### src/hw/zx_ports_macros.svh
// port address codes, BF reset value and BE read-back selector codes
// shared by the decoder, the read mux and the testbench

`ifndef ZX_PORTS_MACROS_SVH
`define ZX_PORTS_MACROS_SVH

////////////////////////////////////////////////////////////////////////////
// low address byte of each kept port

`define ZX_PORT_FE      8'hFE   // border, beeper, keyboard
`define ZX_PORT_F6      8'hF6   // FE alias
`define ZX_PORT_FD      8'hFD   // 7FFD paging, AY BFFD/FFFD
`define ZX_PORT_F7      8'hF7   // EFF7 paging
`define ZX_PORT_KJOY    8'h1F   // kempston joystick
`define ZX_PORT_KMOUSE  8'hDF   // kempston mouse
`define ZX_PORT_SDCFG   8'h77   // z-controller config
`define ZX_PORT_SDDAT   8'h57   // z-controller spi data
`define ZX_PORT_CFG_BF  8'hBF   // shadow, rom write, font write
`define ZX_PORT_CFG_BE  8'hBE   // config read-back

////////////////////////////////////////////////////////////////////////////
// read and reset values

// pulled-up bus, what an unmatched port reads
`define ZX_RD_IDLE      8'hFF

// BF bits after reset, all features off
`define ZX_CFG_RST      3'b000

////////////////////////////////////////////////////////////////////////////
// BE selector in a[11:8]

`define ZX_BE_SEL_7FFD  4'hA
`define ZX_BE_SEL_EFF7  4'hB

`endif

### src/hw/zx_port_pkg.sv
// types for the Z80 I/O bus side
// data byte, port select byte and full address

package zx_port_pkg;

	// one byte on the z80 data bus
	typedef logic [7:0] io_byte_t;

	// low address byte, selects the port
	typedef logic [7:0] port_lo_t;

	// full z80 address, upper byte
	// qualifies some ports (7FFD, EFF7, AY, BE)
	typedef logic [15:0] io_addr_t;

endpackage

### src/hw/zx_mem_pkg.sv
// types for paging and border state

package zx_mem_pkg;

	// pentagon-1M ram page, 64 pages of 16k
	typedef logic [5:0] page_t;

	// border colour grb plus bright in bit 3
	typedef logic [3:0] border_t;

	// image of a paging register (7FFD or EFF7)
	typedef logic [7:0] page_reg_t;

endpackage

### src/hw/zx_io_ctrl.sv
// Z80 I/O cycle edge detect, port decode under shadow rules
// BF configuration register, hit flags and per-port write strobes

`timescale 1ns/100ps
`include "zx_ports_macros.svh"

module zx_io_ctrl (
	input  logic                  zclk,
	input  logic                  rst_n,
	input  zx_port_pkg::io_addr_t a,
	input  zx_port_pkg::io_byte_t din,
	input  logic                  iorq_n,
	input  logic                  rd_n,
	input  logic                  wr_n,
	input  logic                  dos,            // dos rom paged in
	output logic                  porthit,        // internal port, blocks zxbus iorq
	output logic                  external_port,  // AY data/reg port
	output logic                  dataout,        // drive z80 bus
	output logic                  shadow,
	output logic                  cfg_romrw,
	output logic                  cfg_fntw,
	output logic                  cfg_shadow_en,
	output logic                  p7ffd_wr,
	output logic                  peff7_wr,
	output logic                  fe_wr,
	output logic                  beeper_wr,
	output logic                  sdcfg_wr,
	output logic                  sddat_acc
);

	zx_port_pkg::port_lo_t loa;
	logic                  iowr_now;  // io write cycle in progress
	logic                  iord_now;
	logic                  iowr_q;
	logic                  iord_q;
	logic                  port_wr;   // one zclk per io write
	logic                  port_rd;
	logic [2:0]            cfg_q;     // fntw, romrw, shadow_en

	assign loa      = a[7:0];
	assign iowr_now = ~(iorq_n | wr_n);
	assign iord_now = ~(iorq_n | rd_n);

	////////////////////////////////////////////////////////////////////////////
	// cycle strobes, rising edge of the active cycle

	always_ff @(posedge zclk or negedge rst_n)
	begin
		if (!rst_n)
		begin
			iowr_q  <= 1'b0;
			iord_q  <= 1'b0;
			port_wr <= 1'b0;
			port_rd <= 1'b0;
		end
		else
		begin
			iowr_q  <= iowr_now;
			iord_q  <= iord_now;
			port_wr <= iowr_now & ~iowr_q;  // first sample only
			port_rd <= iord_now & ~iord_q;
		end
	end

	// BF config port
	always_ff @(posedge zclk or negedge rst_n)
	begin
		if (!rst_n)
			cfg_q <= `ZX_CFG_RST;
		else if (port_wr && loa == `ZX_PORT_CFG_BF)
			cfg_q <= din[2:0];
	end

	assign cfg_shadow_en = cfg_q[0];
	assign cfg_romrw     = cfg_q[1];
	assign cfg_fntw      = cfg_q[2];
	assign shadow        = dos | cfg_shadow_en;

	////////////////////////////////////////////////////////////////////////////
	// hit flags

	always_comb
	begin
		case (loa)
			`ZX_PORT_FE, `ZX_PORT_F6, `ZX_PORT_FD, `ZX_PORT_KMOUSE,
			`ZX_PORT_SDDAT, `ZX_PORT_CFG_BF, `ZX_PORT_CFG_BE:
				porthit = 1'b1;
			// hidden while shadow is on
			`ZX_PORT_KJOY, `ZX_PORT_F7, `ZX_PORT_SDCFG:
				porthit = ~shadow;
			default:
				porthit = 1'b0;
		endcase
	end

	assign external_port = (loa == `ZX_PORT_FD) && (a[15:14] == 2'b11);  // FFFD only
	assign dataout       = porthit & iord_now & ~external_port;

	// write strobes, one per cycle
	assign p7ffd_wr  = port_wr && loa == `ZX_PORT_FD && !a[15];
	assign peff7_wr  = port_wr && loa == `ZX_PORT_F7 && a[8] && !a[12] && !shadow;
	assign fe_wr     = port_wr && (loa == `ZX_PORT_FE || loa == `ZX_PORT_F6);
	assign beeper_wr = port_wr && loa == `ZX_PORT_FE;   // not on the F6 alias

	// z-controller, 57 with a15 set is the cfg port in shadow
	assign sdcfg_wr  = port_wr && ((loa == `ZX_PORT_SDCFG && !shadow) ||
	                               (loa == `ZX_PORT_SDDAT && shadow && a[15]));
	assign sddat_acc = loa == `ZX_PORT_SDDAT &&
	                   (port_rd || (port_wr && (!shadow || !a[15])));

endmodule

### src/hw/zx_paging_regs.sv
// 7FFD and EFF7 paging registers with the 1M lock
// rom bit seeded from rom_sel after reset, pentagon-1M page outputs

`timescale 1ns/100ps

module zx_paging_regs (
	input  logic                   zclk,
	input  logic                   rst_n,
	input  zx_port_pkg::io_byte_t  din,
	input  logic                   rom_sel,     // rom chosen at power-up
	input  logic                   p7ffd_wr,
	input  logic                   peff7_wr,
	output zx_mem_pkg::page_reg_t  p7ffd,
	output zx_mem_pkg::page_reg_t  peff7,
	output zx_mem_pkg::page_reg_t  p7ffd_raw,   // for BE read-back
	output zx_mem_pkg::page_reg_t  peff7_raw,
	output zx_mem_pkg::page_t      pent1m_page,
	output logic                   pent1m_rom,
	output logic                   pent1m_1m_on,
	output logic                   pent1m_ram0_0
);

	zx_mem_pkg::page_reg_t p7ffd_q;
	zx_mem_pkg::page_reg_t peff7_q;
	logic                  p7ffd_rom;   // rom bit as seen by the pager
	logic [1:0]            rst_sync;    // held high through reset
	logic                  block1m;
	logic                  block7ffd;

	assign block1m   = peff7_q[2];
	assign block7ffd = p7ffd_q[5] & block1m;  // 48k lock only in 128k mode

	always_ff @(posedge zclk or negedge rst_n)
	begin
		if (!rst_n)
			rst_sync <= 2'b11;
		else
			rst_sync <= {rst_sync[0], 1'b0};
	end

	always_ff @(posedge zclk or negedge rst_n)
	begin
		if (!rst_n)
		begin
			p7ffd_q <= '0;
			peff7_q <= '0;
		end
		else
		begin
			if (p7ffd_wr && !block7ffd)
				p7ffd_q <= din;   // 2..0 page, 3 screen, 4 rom, 5 lock, 7..6 hi page
			if (peff7_wr)
				peff7_q <= din;   // 0 p16c, 2 128k mode, 3 ram0, 4 turbo off
		end
	end

	// rom bit follows rom_sel until the sync drains
	always_ff @(posedge zclk)
	begin
		if (rst_sync[1])
			p7ffd_rom <= rom_sel;
		else if (p7ffd_wr && !block7ffd)
			p7ffd_rom <= din[4];
	end

	assign p7ffd = {(block1m ? 3'b000 : p7ffd_q[7:5]), p7ffd_rom, p7ffd_q[3:0]};
	assign peff7 = block1m ? {peff7_q[7], 1'b0, peff7_q[5:4], 3'b000, peff7_q[0]}
	                       : peff7_q;

	assign p7ffd_raw     = p7ffd_q;
	assign peff7_raw     = peff7_q;
	assign pent1m_page   = {p7ffd_q[7:5], p7ffd_q[2:0]};  // full 1M page
	assign pent1m_rom    = p7ffd_q[4];
	assign pent1m_1m_on  = ~peff7_q[2];
	assign pent1m_ram0_0 = peff7_q[3];

endmodule

### src/hw/zx_sd_port.sv
// z-controller SD port, chip select, spi start pulse, spi data out

`timescale 1ns/100ps

module zx_sd_port (
	input  logic                  zclk,
	input  logic                  rst_n,
	input  zx_port_pkg::io_byte_t din,
	input  logic                  wr_n,
	input  logic                  sdcfg_wr,
	input  logic                  sddat_acc,   // read or write of the data port
	output logic                  sdcs_n,
	output logic                  sd_start,    // one spi byte transfer
	output zx_port_pkg::io_byte_t sd_datain
);

	always_ff @(posedge zclk or negedge rst_n)
	begin
		if (!rst_n)
		begin
			sdcs_n   <= 1'b1;   // card deselected
			sd_start <= 1'b0;
		end
		else
		begin
			if (sdcfg_wr)
				sdcs_n <= din[1];
			sd_start <= sddat_acc;   // strobe already single cycle
		end
	end

	// reads shift out FF so the card sees idle MOSI
	assign sd_datain = wr_n ? 8'hFF : din;

endmodule

### src/hw/zx_border_ay.sv
// border colour register and AY chip bus control

`timescale 1ns/100ps
`include "zx_ports_macros.svh"

module zx_border_ay (
	input  logic                  zclk,
	input  zx_port_pkg::io_addr_t a,
	input  zx_port_pkg::io_byte_t din,
	input  logic                  iorq_n,
	input  logic                  rd_n,
	input  logic                  wr_n,
	input  logic                  fe_wr,
	output zx_mem_pkg::border_t   border,
	output logic                  ay_bc1,
	output logic                  ay_bdir
);

	logic ay_sel;   // xxFD with a15 set
	logic ay_reg;   // FFFD, register select / read

	// bright is active low on a3
	always_ff @(posedge zclk)
	begin
		if (fe_wr)
			border <= {~a[3], din[2:0]};
	end

	assign ay_sel = (a[7:0] == `ZX_PORT_FD) && a[15];
	assign ay_reg = ay_sel && a[14];

	assign ay_bc1  = ay_reg & ~iorq_n & (~rd_n | ~wr_n);
	assign ay_bdir = ay_sel & ~iorq_n & ~wr_n;   // BFFD and FFFD writes

endmodule

### src/hw/zx_read_mux.sv
// Z80 read data selection by low address byte
// includes BF config and BE paging read-back

`timescale 1ns/100ps
`include "zx_ports_macros.svh"

module zx_read_mux (
	input  zx_port_pkg::io_addr_t  a,
	input  logic [4:0]             keys_in,     // keyboard columns, active low
	input  logic                   tape_read,
	input  logic [4:0]             kj_in,       // kempston, active high
	input  zx_port_pkg::io_byte_t  mus_in,
	input  zx_port_pkg::io_byte_t  sd_dataout,
	input  logic                   cfg_shadow_en,
	input  logic                   cfg_romrw,
	input  logic                   cfg_fntw,
	input  zx_mem_pkg::page_reg_t  p7ffd_raw,
	input  zx_mem_pkg::page_reg_t  peff7_raw,
	output zx_port_pkg::io_byte_t  dout
);

	zx_port_pkg::port_lo_t loa;

	assign loa = a[7:0];

	always_comb
	begin
		case (loa)
			`ZX_PORT_FE, `ZX_PORT_F6:
				dout = {1'b1, tape_read, 1'b0, keys_in};
			`ZX_PORT_KJOY:   dout = {3'b000, kj_in};
			`ZX_PORT_KMOUSE: dout = mus_in;
			`ZX_PORT_SDCFG:  dout = 8'h00;       // card present, not protected
			`ZX_PORT_SDDAT:  dout = sd_dataout;  // last spi byte
			`ZX_PORT_CFG_BF: dout = {5'b00000, cfg_fntw, cfg_romrw, cfg_shadow_en};
			`ZX_PORT_CFG_BE:
			begin
				// selector in the high byte
				case (a[11:8])
					`ZX_BE_SEL_7FFD: dout = p7ffd_raw;
					`ZX_BE_SEL_EFF7: dout = peff7_raw;
					default:         dout = `ZX_RD_IDLE;
				endcase
			end
			default:
				dout = `ZX_RD_IDLE;
		endcase
	end

endmodule

### src/hw/zx_ports.sv
// Z80 I/O port block top, decoder plus paging, SD, border/AY and read mux

`timescale 1ns/100ps

module zx_ports (
	input  logic                  zclk,
	input  logic                  rst_n,
	input  zx_port_pkg::io_addr_t a,
	input  zx_port_pkg::io_byte_t din,
	output zx_port_pkg::io_byte_t dout,
	output logic                  dataout,
	input  logic                  iorq_n,
	input  logic                  rd_n,
	input  logic                  wr_n,
	output logic                  porthit,
	output logic                  external_port,
	input  logic                  dos,
	output logic                  shadow,      // to the memory pager
	input  logic [4:0]            keys_in,
	input  logic                  tape_read,
	input  logic [4:0]            kj_in,
	input  zx_port_pkg::io_byte_t mus_in,
	output zx_mem_pkg::border_t   border,
	output logic                  beeper_wr,
	output logic                  ay_bc1,
	output logic                  ay_bdir,
	input  logic                  rom_sel,
	output zx_mem_pkg::page_reg_t p7ffd,
	output zx_mem_pkg::page_reg_t peff7,
	output zx_mem_pkg::page_t     pent1m_page,
	output logic                  pent1m_rom,
	output logic                  pent1m_1m_on,
	output logic                  pent1m_ram0_0,
	output logic                  sdcs_n,
	output logic                  sd_start,
	output zx_port_pkg::io_byte_t sd_datain,
	input  zx_port_pkg::io_byte_t sd_dataout,
	output logic                  romrw_en,    // BF bit 1
	output logic                  fntw_en      // BF bit 2
);

	logic                  cfg_shadow_en;
	logic                  p7ffd_wr;
	logic                  peff7_wr;
	logic                  fe_wr;
	logic                  sdcfg_wr;
	logic                  sddat_acc;
	zx_mem_pkg::page_reg_t p7ffd_raw;
	zx_mem_pkg::page_reg_t peff7_raw;

	////////////////////////////////////////////////////////////////////////////
	// decoder, the only place that looks at port addresses for strobes

	zx_io_ctrl u_io_ctrl (
		.zclk(zclk), .rst_n(rst_n), .a(a), .din(din),
		.iorq_n(iorq_n), .rd_n(rd_n), .wr_n(wr_n), .dos(dos),
		.porthit(porthit), .external_port(external_port), .dataout(dataout),
		.shadow(shadow), .cfg_romrw(romrw_en), .cfg_fntw(fntw_en),
		.cfg_shadow_en(cfg_shadow_en), .p7ffd_wr(p7ffd_wr), .peff7_wr(peff7_wr),
		.fe_wr(fe_wr), .beeper_wr(beeper_wr), .sdcfg_wr(sdcfg_wr), .sddat_acc(sddat_acc)
	);

	////////////////////////////////////////////////////////////////////////////
	// datapath

	zx_paging_regs u_paging_regs (
		.zclk(zclk), .rst_n(rst_n), .din(din), .rom_sel(rom_sel),
		.p7ffd_wr(p7ffd_wr), .peff7_wr(peff7_wr),
		.p7ffd(p7ffd), .peff7(peff7), .p7ffd_raw(p7ffd_raw), .peff7_raw(peff7_raw),
		.pent1m_page(pent1m_page), .pent1m_rom(pent1m_rom),
		.pent1m_1m_on(pent1m_1m_on), .pent1m_ram0_0(pent1m_ram0_0)
	);

	zx_sd_port u_sd_port (
		.zclk(zclk), .rst_n(rst_n), .din(din), .wr_n(wr_n),
		.sdcfg_wr(sdcfg_wr), .sddat_acc(sddat_acc),
		.sdcs_n(sdcs_n), .sd_start(sd_start), .sd_datain(sd_datain)
	);

	zx_border_ay u_border_ay (
		.zclk(zclk), .a(a), .din(din), .iorq_n(iorq_n), .rd_n(rd_n), .wr_n(wr_n),
		.fe_wr(fe_wr), .border(border), .ay_bc1(ay_bc1), .ay_bdir(ay_bdir)
	);

	zx_read_mux u_read_mux (
		.a(a), .keys_in(keys_in), .tape_read(tape_read), .kj_in(kj_in),
		.mus_in(mus_in), .sd_dataout(sd_dataout), .cfg_shadow_en(cfg_shadow_en),
		.cfg_romrw(romrw_en), .cfg_fntw(fntw_en),
		.p7ffd_raw(p7ffd_raw), .peff7_raw(peff7_raw), .dout(dout)
	);

endmodule

### config.mk
export PLATFORM = sky130hd
export DESIGN_NAME = zx_ports
export DESIGN_NICKNAME = d
export VERILOG_FILES = /design/src/hw/zx_port_pkg.sv /design/src/hw/zx_mem_pkg.sv /design/src/hw/zx_io_ctrl.sv /design/src/hw/zx_paging_regs.sv /design/src/hw/zx_sd_port.sv /design/src/hw/zx_border_ay.sv /design/src/hw/zx_read_mux.sv /design/src/hw/zx_ports.sv
export VERILOG_INCLUDE_DIRS = /design/src /design/src/hw
export SDC_FILE = /design/constraint.sdc
export NUM_CORES = 1
export LEC_CHECK = 0
export BUFFER_PORTS_ARGS = -buffer_cell sky130_fd_sc_hd__buf_2
export CORE_UTILIZATION = 40
export CTS_CLUSTER_DIAMETER = 30
export DETAILED_ROUTE_END_ITERATION = 16
export PLACE_DENSITY = 0.73
export SYNTH_ARGS = -nofsm -noshare
export SYNTH_HDL_FRONTEND = slang
export SYNTH_SLANG_ARGS = --single-unit
### constraint.sdc
create_clock -name zclk -period 4.5 [get_ports zclk]
set_input_delay 0.9 -clock zclk [delete_from_list [all_inputs] [get_ports zclk]]
set_output_delay 0.9 -clock zclk [all_outputs]
set_load 0.01 [all_outputs]
==> impl_metrics.ini, run 1 <==
[clocking]
post-cts-setup-buffers = 0
clk_latency_ps = 280
clock_path_buffers = 2
cts_tree = done
cts.reportedPaths.clkPinSlew_ps = 70
cts-root-buf = clkbuf_8
htreeDepth = 2
cts_sinks = 32
numCtsBuffers = 5
cts_resized = 0
ctsHoldBuffers = 0

[synth]
yosysWarnings = 0
synth.yosys.seq_area_share = 0.399
synth_edf_count = 5
netlist_top_cells_area = dfrtp_1 (29%), edfxtp_1 (7.2%), mux2_4 (5.8%)
ys_ff_latch = 32
synthCells = 199
avgSynthCellArea_um2 = 10.5
synth_ff_type = dfrtp_1
synth_cell_type_count = 51
ys_top_cells_by_count = dfrtp_1 (24), buf_4 (11), mux2i_1 (10), nand2_1 (10), nand3_1 (10)
yosysTopAreaCell = dfrtp_1
async_flop_share = 0.844
yosys.cell_count.top_type = dfrtp_1
syn_area_um2 = 2080
synth_top_area_frac = 0.289

[setup_path]
critical_path.cell_chain = buf_2 -> nand4b_2 -> nor4_1 -> buf_4 -> nor3_1 -> a31oi_1 -> buf_2
crit_type = input port to output port
path_max_fanout = 16
cp.required_ps = 3600
reg2reg_slack_ps = 2720
arrival_ps = 2400
crit_start = a[0]
critPathLaunchType = input port
rr_worst_depth = 4
cp-end-kind = output port
slowest_stage = nor4_1
r2r-end = u_paging_regs.peff7_raw[4]
critPathCapture = dataout
cp_common_cell = buf_2
r2r-start = u_io_ctrl.cfg_q[0]
worst_path_largest_cell_delay_ps = 350

[job]
maxCapViolCount = 0

[finish]
final_area_um2 = 2730
multiInputGateArea_um2 = 1120
register_area_um2 = 830
nFillCells = 438
area_growth_pct = 31.0
fin_cells = 369
diodes = 0
drive_gt1_frac = 0.497
nNetsFinal = 359

[global_route]
antenna_found_initial = 0
met1_usage = 0.287
grt_max_degree = 28
use_met2 = 0.365
grt.overflow.total = 0
grt_pass1_wl_um = 9110
grt_pass1_vias = 1917
gr-usage-all-layers = 0.222
grt.busiest_layer = met2
grt_util_met3 = 0.0501

[sta]
finalCritPeriodShare = 0.734
clock_skew_ps = 6.40
hold_violations = 0
rsz0062_at_grt = false
period_needed_ps = 3300
worstMarginPinSlew_ps = 623
fmax_mhz = 303
drv_slew = 0
slew_headroom = 0.583
finalSetupViolCount = 0
final.setup.tns_ps = 0

[drt]
route.vias.total = 1972
viasPerCell = 5.34
drt_wl_total_um = 5810
drtPass1Iterations = 5
ant_nets = 0
drc_errors = 0
drt_iter0_markers = 152
post_drt_wl_per_cell_um = 15.7

[hold_path]
min_path_type = register to register

[run_status]
outcome = finished clean

[place]
post_dp_cell_area_um2 = 2620
hpwlAfterDp_um = 4400
gp_congestion = 0.885
placedCellCount = 361
port_buffers = 111

[die]
start_util = 0.429
dieHeight_um = 74.1
io_pins = 114
row_count = 25
die_area_um2 = 5490
core_um2 = 4850
die-width_um = 74.1

[pwr]
power.leakage_nw = 1.40
p_per_area_nw_per_um2 = 244
vdd_ir_drop_max_v = 0.000171
==> final cells by class <==
type,count,share of cell area
multi-input combinational,145,0.412
sequential,32,0.304
timing repair buffer,112,0.207
tap,67,0.0308
clock buffer,6,0.0266
clock inverter,2,0.0129
inverter,5,0.00689
==> cells in the final DEF, fill, tap and decap left out, types with 7 or more instances in the layout <==
cell type and n:
or2_2 8, and3_1 8, buf_2 111, nor2_1 9
nand2_1 10, mux2_1 8, nor2b_1 7, dfrtp_1 24
mux2_4 8, nand3_1 10, mux2i_1 10
==> per-stage QoR <==
stage	power, mW	worst slack, ps	hold WS [ps]	utilization
2_1_floorplan	0.347	1540	345	-
3_3_place_gp	0.396	1180	347	0.540
3_5_place_dp	0.397	1180	349	0.540
4_1_cts	0.669	1180	363	0.562
5_1_grt	0.694	1080	365	0.562
6_report	0.666	1200	361	0.562
==> logic make-up after synthesis <==
kind of cell | count (synthesis) | synth area share
simple gates | 81 | 0.247
compound gates | 32 | 0.118
mux | 30 | 0.171
flops | 32 | 0.399
other cells | 1 | 0.00180
buf+inv | 23 | 0.0637
==> power by group <==
part / switching (mW) / leakage [nW] / internal (mW)
registers: 0.00354 / 0.408 / 0.300
clock network: 0.110 / 0.0552 / 0.164
logic: 0.0495 / 0.937 / 0.0390
==> registers in the layout (all words and copies together), names as in the netlist <==
name / flops
u_paging_regs.p7ffd_raw: 8
u_io_ctrl.iord_q: 1
u_io_ctrl.iowr_q: 1
u_paging_regs.p7ffd_rom: 1
u_io_ctrl.port_rd: 1
u_sd_port.sdcs_n: 1
u_paging_regs.peff7_raw: 8
u_border_ay.border: 4
u_io_ctrl.port_wr: 1
u_paging_regs.rst_sync: 2
u_sd_port.sd_start: 1
u_io_ctrl.cfg_q: 3
==> worst min path at each step <==
stage	cells after the start	slack (ps)	end	startpoint
floorplan	0	350	u_paging_regs.rst_sync[1]	u_paging_regs.rst_sync[0]
global placement	0	350	u_paging_regs.rst_sync[1]	u_paging_regs.rst_sync[0]
detailed placement	0	350	u_paging_regs.rst_sync[1]	u_paging_regs.rst_sync[0]
CTS	0	360	u_paging_regs.rst_sync[1]	u_paging_regs.rst_sync[0]
global route	0	360	u_paging_regs.rst_sync[1]	u_paging_regs.rst_sync[0]
finish	0	360	u_paging_regs.rst_sync[1]	u_paging_regs.rst_sync[0]
==> worst max-delay path, delay by kind of cell <==
kind                   cells  cell delay, ps
AND/OR/NAND/NOR            3             700
AO/OA/AOI/OAI              1             150
buffers and inverters      3             660
==> layer usage <==
metal  up-vias  share of wire
li1        939              -
met2       102           0.47
met1       917           0.44
met4         0          0.017
met5         -              0
met3        14          0.075
No activity file was read; power rests on OpenSTA's default activity.
==> run 2: changes to the inputs <==
Settings changed: ABC_AREA from default to 1, PLACE_DENSITY 0.73 to 0.75.
Clock period 4.5 ns to 2.7 ns, I/O delays scaled along.
==> run 2 against run 1 <==
Routed wire length shrank 0.33%. Die area up 3.0%. Combinational power grew 69%. Clock skew is essentially flat. Clock-buffer cell count is 1 higher. Clock power grew 30%. Total power grew 52%.
==> impl_metrics.ini, run 2 <==
[finish]
nFillCells = 529
fin_cells = 478
final_common_cell = buf_2
area_growth_pct = 29.1
diodes = 0
layout.cells.most_common_list = buf_2 (111), nand2_1 (77), inv_1 (43)
nNetsFinal = 465
drive_gt1_frac = 0.380

[place]
hpwlAfterDp_um = 4610
gp_congestion = 0.877
port_buffers = 111
placedCellCount = 470

[clocking]
clock_path_buffers = 2
post-cts-setup-buffers = 0
htreeDepth = 2
clk_latency_ps = 280
cts_resized = 0
ctsHoldBuffers = 0
cts_tree = done
numCtsBuffers = 5
cts_sinks = 32
cts-root-buf = clkbuf_8
cts.reportedPaths.clkPinSlew_ps = 70

[sta]
worstMarginPinSlew_ps = 613
hold_violations = 0
final.setup.tns_ps = 0
slew_headroom = 0.592
period_needed_ps = 2320
finalSetupViolCount = 0
rsz0062_at_grt = false
clock_skew_ps = 6.51
finalCritPeriodShare = 0.860
drv_slew = 0
fmax_mhz = 431
whs_ps = 262

[die]
dieHeight_um = 75.2
start_util = 0.417
die_area_um2 = 5660
die-width_um = 75.2
row_count = 26
io_pins = 114
core_um2 = 5140

[synth]
synth.yosys.seq_area_share = 0.387
ys_ff_latch = 32
synth_top_area_frac = 0.280
synth_ff_type = dfrtp_1
yosys.cell_count.top_type = nand2_1
async_flop_share = 0.844
ys_top_cells_by_count = nand2_1 (77), inv_1 (43), nor2_1 (41), nand3_1 (31), dfrtp_1 (24)
synth_cell_type_count = 26
avgSynthCellArea_um2 = 7.12
yosysWarnings = 0
syn_area_um2 = 2140
synth_edf_count = 5
synthCells = 301
netlist_top_cells_area = dfrtp_1 (28%), nand2_1 (13%), inv_1 (7.5%)
yosysTopAreaCell = dfrtp_1

[drt]
route.vias.total = 2290
drtPass1Iterations = 4
drt_iter0_markers = 124
post_drt_wl_per_cell_um = 12.1
drc_errors = 0
ant_nets = 0
viasPerCell = 4.79
drt_wl_total_um = 5790

[global_route]
grt.overflow.total = 0
antenna_found_initial = 0
grt_pass1_vias = 1946
grt_max_degree = 28
gr-usage-all-layers = 0.205
grt_pass1_wl_um = 8650

[pwr]
power.leakage_nw = 1.56
p_sw_mw = 0.270
clkPwrFrac = 0.352
switching_share = 0.267
p_int_mw = 0.740
p_per_area_nw_per_um2 = 365
p_seq_frac = 0.501
vdd_ir_drop_max_v = 0.000295
combPwrFrac = 0.147

[setup_path]
critPathLaunchType = input port
crit_start = a[5]
cp-end-kind = output port
r2r-start = u_paging_regs.peff7_raw[2]
arrival_ps = 1780
crit_type = input port to output port
cp.required_ps = 2160
path_max_fanout = 8

[job]
maxCapViolCount = 0

[run_status]
outcome = finished clean

[hold_path]
min_path_type = input port to async pin
[run 2: changes by cell type after synthesis, moves of 8 or more]
cell	before	now
nand2_1	10	77
inv_1	5	43
nor2_1	9	41
nand3_1	10	31
o21ai_2	0	15
mux2i_1	10	0
a21oi_1	2	10
and3_1	8	0
mux2_1	8	0
mux2_4	8	0
[run 2: cells by family (layout without fill, tap and decap cells)]
kind of cell / Yosys count / in the layout / share of synthesized area
buffers and inverters: 58 / 164 / 0.131
AO/OA/AOI/OAI: 39 / 39 / 0.118
other: 1 / 2 / 0.00175
AND/OR/NAND/NOR: 171 / 171 / 0.362
flip-flops: 32 / 32 / 0.387
[run 2: cell type report]
type | instances | area [um^2] | share of cell area
flip-flops and latches | 32 | 830 | 0.300
repair buffers | 113 | 571 | 0.206
inverters | 43 | 161 | 0.0583
clock inverters | 1 | 5.00 | 0.00181
multi-input cells | 212 | 1040 | 0.375
clock buffers | 7 | 76.3 | 0.0276
well taps | 70 | 87.6 | 0.0316
[run 2: worst max-delay path, stage by stage]
cell,delay (ps)
buf_2,100
inv_1,40
nand2_1,80
nor2_1,380
nand2_1,130
nand2_1,90
nor2_1,60
nand2_4,120
nand3_1,100
buf_2,150
[run 2: metal layers]
metal	wire length, um	track usage
met5	0	0
met2	2790	0.337
met4	112	0.0700
met3	370	0.0509
met1	2510	0.265
[run 2: worst paths after layout]
| check | end | slack (ps) | depth (start not counted) |
|---|---|---|---|
| worst max-delay path | dout[6] | 380 | 10 |
| worst min-delay path | u_sd_port.sd_start | 260 | 1 |
| worst max register to register | u_paging_regs.p7ffd_raw[0] | 1080 | 5 |
| worst min register to register | u_paging_regs.rst_sync[1] | 360 | 0 |
| max in group asynchronous | u_paging_regs.p7ffd_raw[2] | 2020 | 1 |
| min in group zclk | u_paging_regs.rst_sync[1] | 360 | 0 |
[run 2: power by group through the flow]
stage | Combinational, mW | Clock (mW) | Sequential, mW
global placement | 0.147 | 0 | 0.514
global route | 0.169 | 0.387 | 0.507
finish | 0.149 | 0.355 | 0.506
floorplan | 0.0727 | 0 | 0.515
CTS | 0.151 | 0.363 | 0.506
detailed placement | 0.150 | 0 | 0.515
[run 2: stage by stage]
step | setup WS (ps) | utilization | instance area (um^2) | power (mW)
floorplan | 794 | - | 2150 | 0.588
global placement | 410 | 0.523 | 2690 | 0.661
detailed placement | 398 | 0.523 | 2690 | 0.665
CTS | 391 | 0.539 | 2770 | 1.02
global route | 219 | 0.539 | 2770 | 1.06
finish | 377 | 0.539 | 2770 | 1.01
==> run 3: changes to the inputs <==
Settings changed: CORE_UTILIZATION 40 to 41, PLACE_DENSITY 0.75 to 0.77.
==> run 3 against run 2 <==
Via count down 2.6%. Clock-buffer cell count unchanged. Non-clock buffer count down 1. Die area down 2.4%. Worst hold slack better by 7.0 ps. Flip-flop and latch count unchanged. Register-to-register slack worse by 80 ps. Worst setup slack worse by 76 ps. Cell count down 0.84%. Combinational power about the same. Largest power group unchanged. Highest routed layer unchanged.
==> impl_metrics.ini, run 3 (synthesized netlist as in run 2, its figures left out) <==
[run_status]
outcome = finished clean

[clocking]
cts_tree = done
post-cts-setup-buffers = 0
clock_path_buffers = 2
ctsHoldBuffers = 0
numCtsBuffers = 5
cts-root-buf = clkbuf_8
cts_resized = 0
htreeDepth = 2
cts.reportedPaths.clkPinSlew_ps = 60
cts_sinks = 32
clk_latency_ps = 280

[setup_path]
crit_type = input port to output port
cp-end-kind = output port
crit_start = a[1]
critical_path.cell_chain = buf_2 -> nand2_1 -> nor2_4 -> nand2_1 -> nand3_1 -> inv_1 -> nand2_4 -> nand3_1 -> buf_2
critPathLaunchType = input port
arrival_ps = 1860
slowest_stage = nor2_4
r2r-start = u_paging_regs.peff7_raw[2]
cp.required_ps = 2160
worst_path_largest_cell_delay_ps = 330
path_max_fanout = 16

[die]
io_pins = 114
die_area_um2 = 5520
start_util = 0.439
die-width_um = 74.3
core_um2 = 4880
row_count = 25
dieHeight_um = 74.3

[pwr]
power.leakage_nw = 1.55
vdd_ir_drop_max_v = 0.000285
p_per_area_nw_per_um2 = 361

[sta]
fmax_mhz = 417
postLayoutSetupSlackWorst_ps = 301
clock_skew_ps = 4.91
final.setup.tns_ps = 0
rsz0062_at_grt = false
drv_slew = 0
whs_ps = 269
hold_violations = 0
worstMarginPinSlew_ps = 599
finalCritPeriodShare = 0.888
finalSetupViolCount = 0
slew_headroom = 0.601
period_needed_ps = 2400

[global_route]
gr-usage-all-layers = 0.206
grt_max_degree = 28
grt.overflow.total = 0
grt_pass1_vias = 1886
antenna_found_initial = 0
grt_pass1_wl_um = 8630

[drt]
route.vias.total = 2230
ant_nets = 0
drt_iter0_markers = 161
post_drt_wl_per_cell_um = 12.4
drtPass1Iterations = 4
drt_wl_total_um = 5870
drc_errors = 0
viasPerCell = 4.70

[place]
pre_cts_slack_ps = 329
hpwlAfterDp_um = 4670
port_buffers = 111
post_dp_cell_area_um2 = 2680
gp_congestion = 0.858

[finish]
area_growth_pct = 28.5
fin_util = 0.565
layout.cells.most_common_list = buf_2 (111), nand2_1 (77), inv_1 (43)
nNetsFinal = 464
diodes = 0
final_common_cell = buf_2
drive_gt1_frac = 0.376
final_area_um2 = 2760

[hold_path]
min_path_type = input port to async pin

[job]
maxCapViolCount = 0
[run 3: cell count changes in the layout (fill, tap and decap cells not counted), sizes merged]
cell / change
buf: -1
[run 3: final timing paths]
check,slack [ps],cells past startpoint,to
setup / recovery,300,9,dout[1]
hold / removal,270,1,u_paging_regs.peff7_raw[2]
setup reg to reg,1000,3,u_paging_regs.p7ffd_rom
hold reg to reg,360,0,u_paging_regs.rst_sync[1]
max in group asynchronous,2040,1,u_paging_regs.p7ffd_raw[5]
min in group zclk,360,0,u_paging_regs.rst_sync[1]
[run 3: area by class of cell]
class                      instances  area [um^2]
clock inverter                     1         3.75
tap                               67         83.8
sequential                        32          830
multi-input combinational        212         1040
clock buffer                       7         76.3
inverter                          43          161
timing repair buffer             112          563
fill                             502         2120
[run 3: worst max-delay path: cells and delay by family]
kind	cells	cell delay (ps)
and+or+nand+nor	6	980
buffers and inverters	3	320
[run 3: per-layer routing]
layer | GRT usage | vias to the layer above | wire, um
li1 | - | 1149 | -
met1 | 0.276 | 984 | 2600
met2 | 0.354 | 91 | 2800
met3 | 0.0230 | 6 | 399
met4 | 0.0587 | 0 | 68
met5 | 0 | - | 0
[run 3: metrics by stage]
| stage | power (mW) | cells |
|---|---|---|
| detailed placement | 0.664 | 466 |
| global placement | 0.661 | 466 |
| floorplan | 0.588 | 302 |
| global route | 1.04 | 474 |
| finish | 0.994 | 474 |
| CTS | 0.995 | 474 |
[run 3: power by group]
group	internal, mW	switching (mW)	total, mW
sequential	0.501	0.00514	0.506
combinational	0.0589	0.0906	0.150
clock	0.179	0.160	0.339
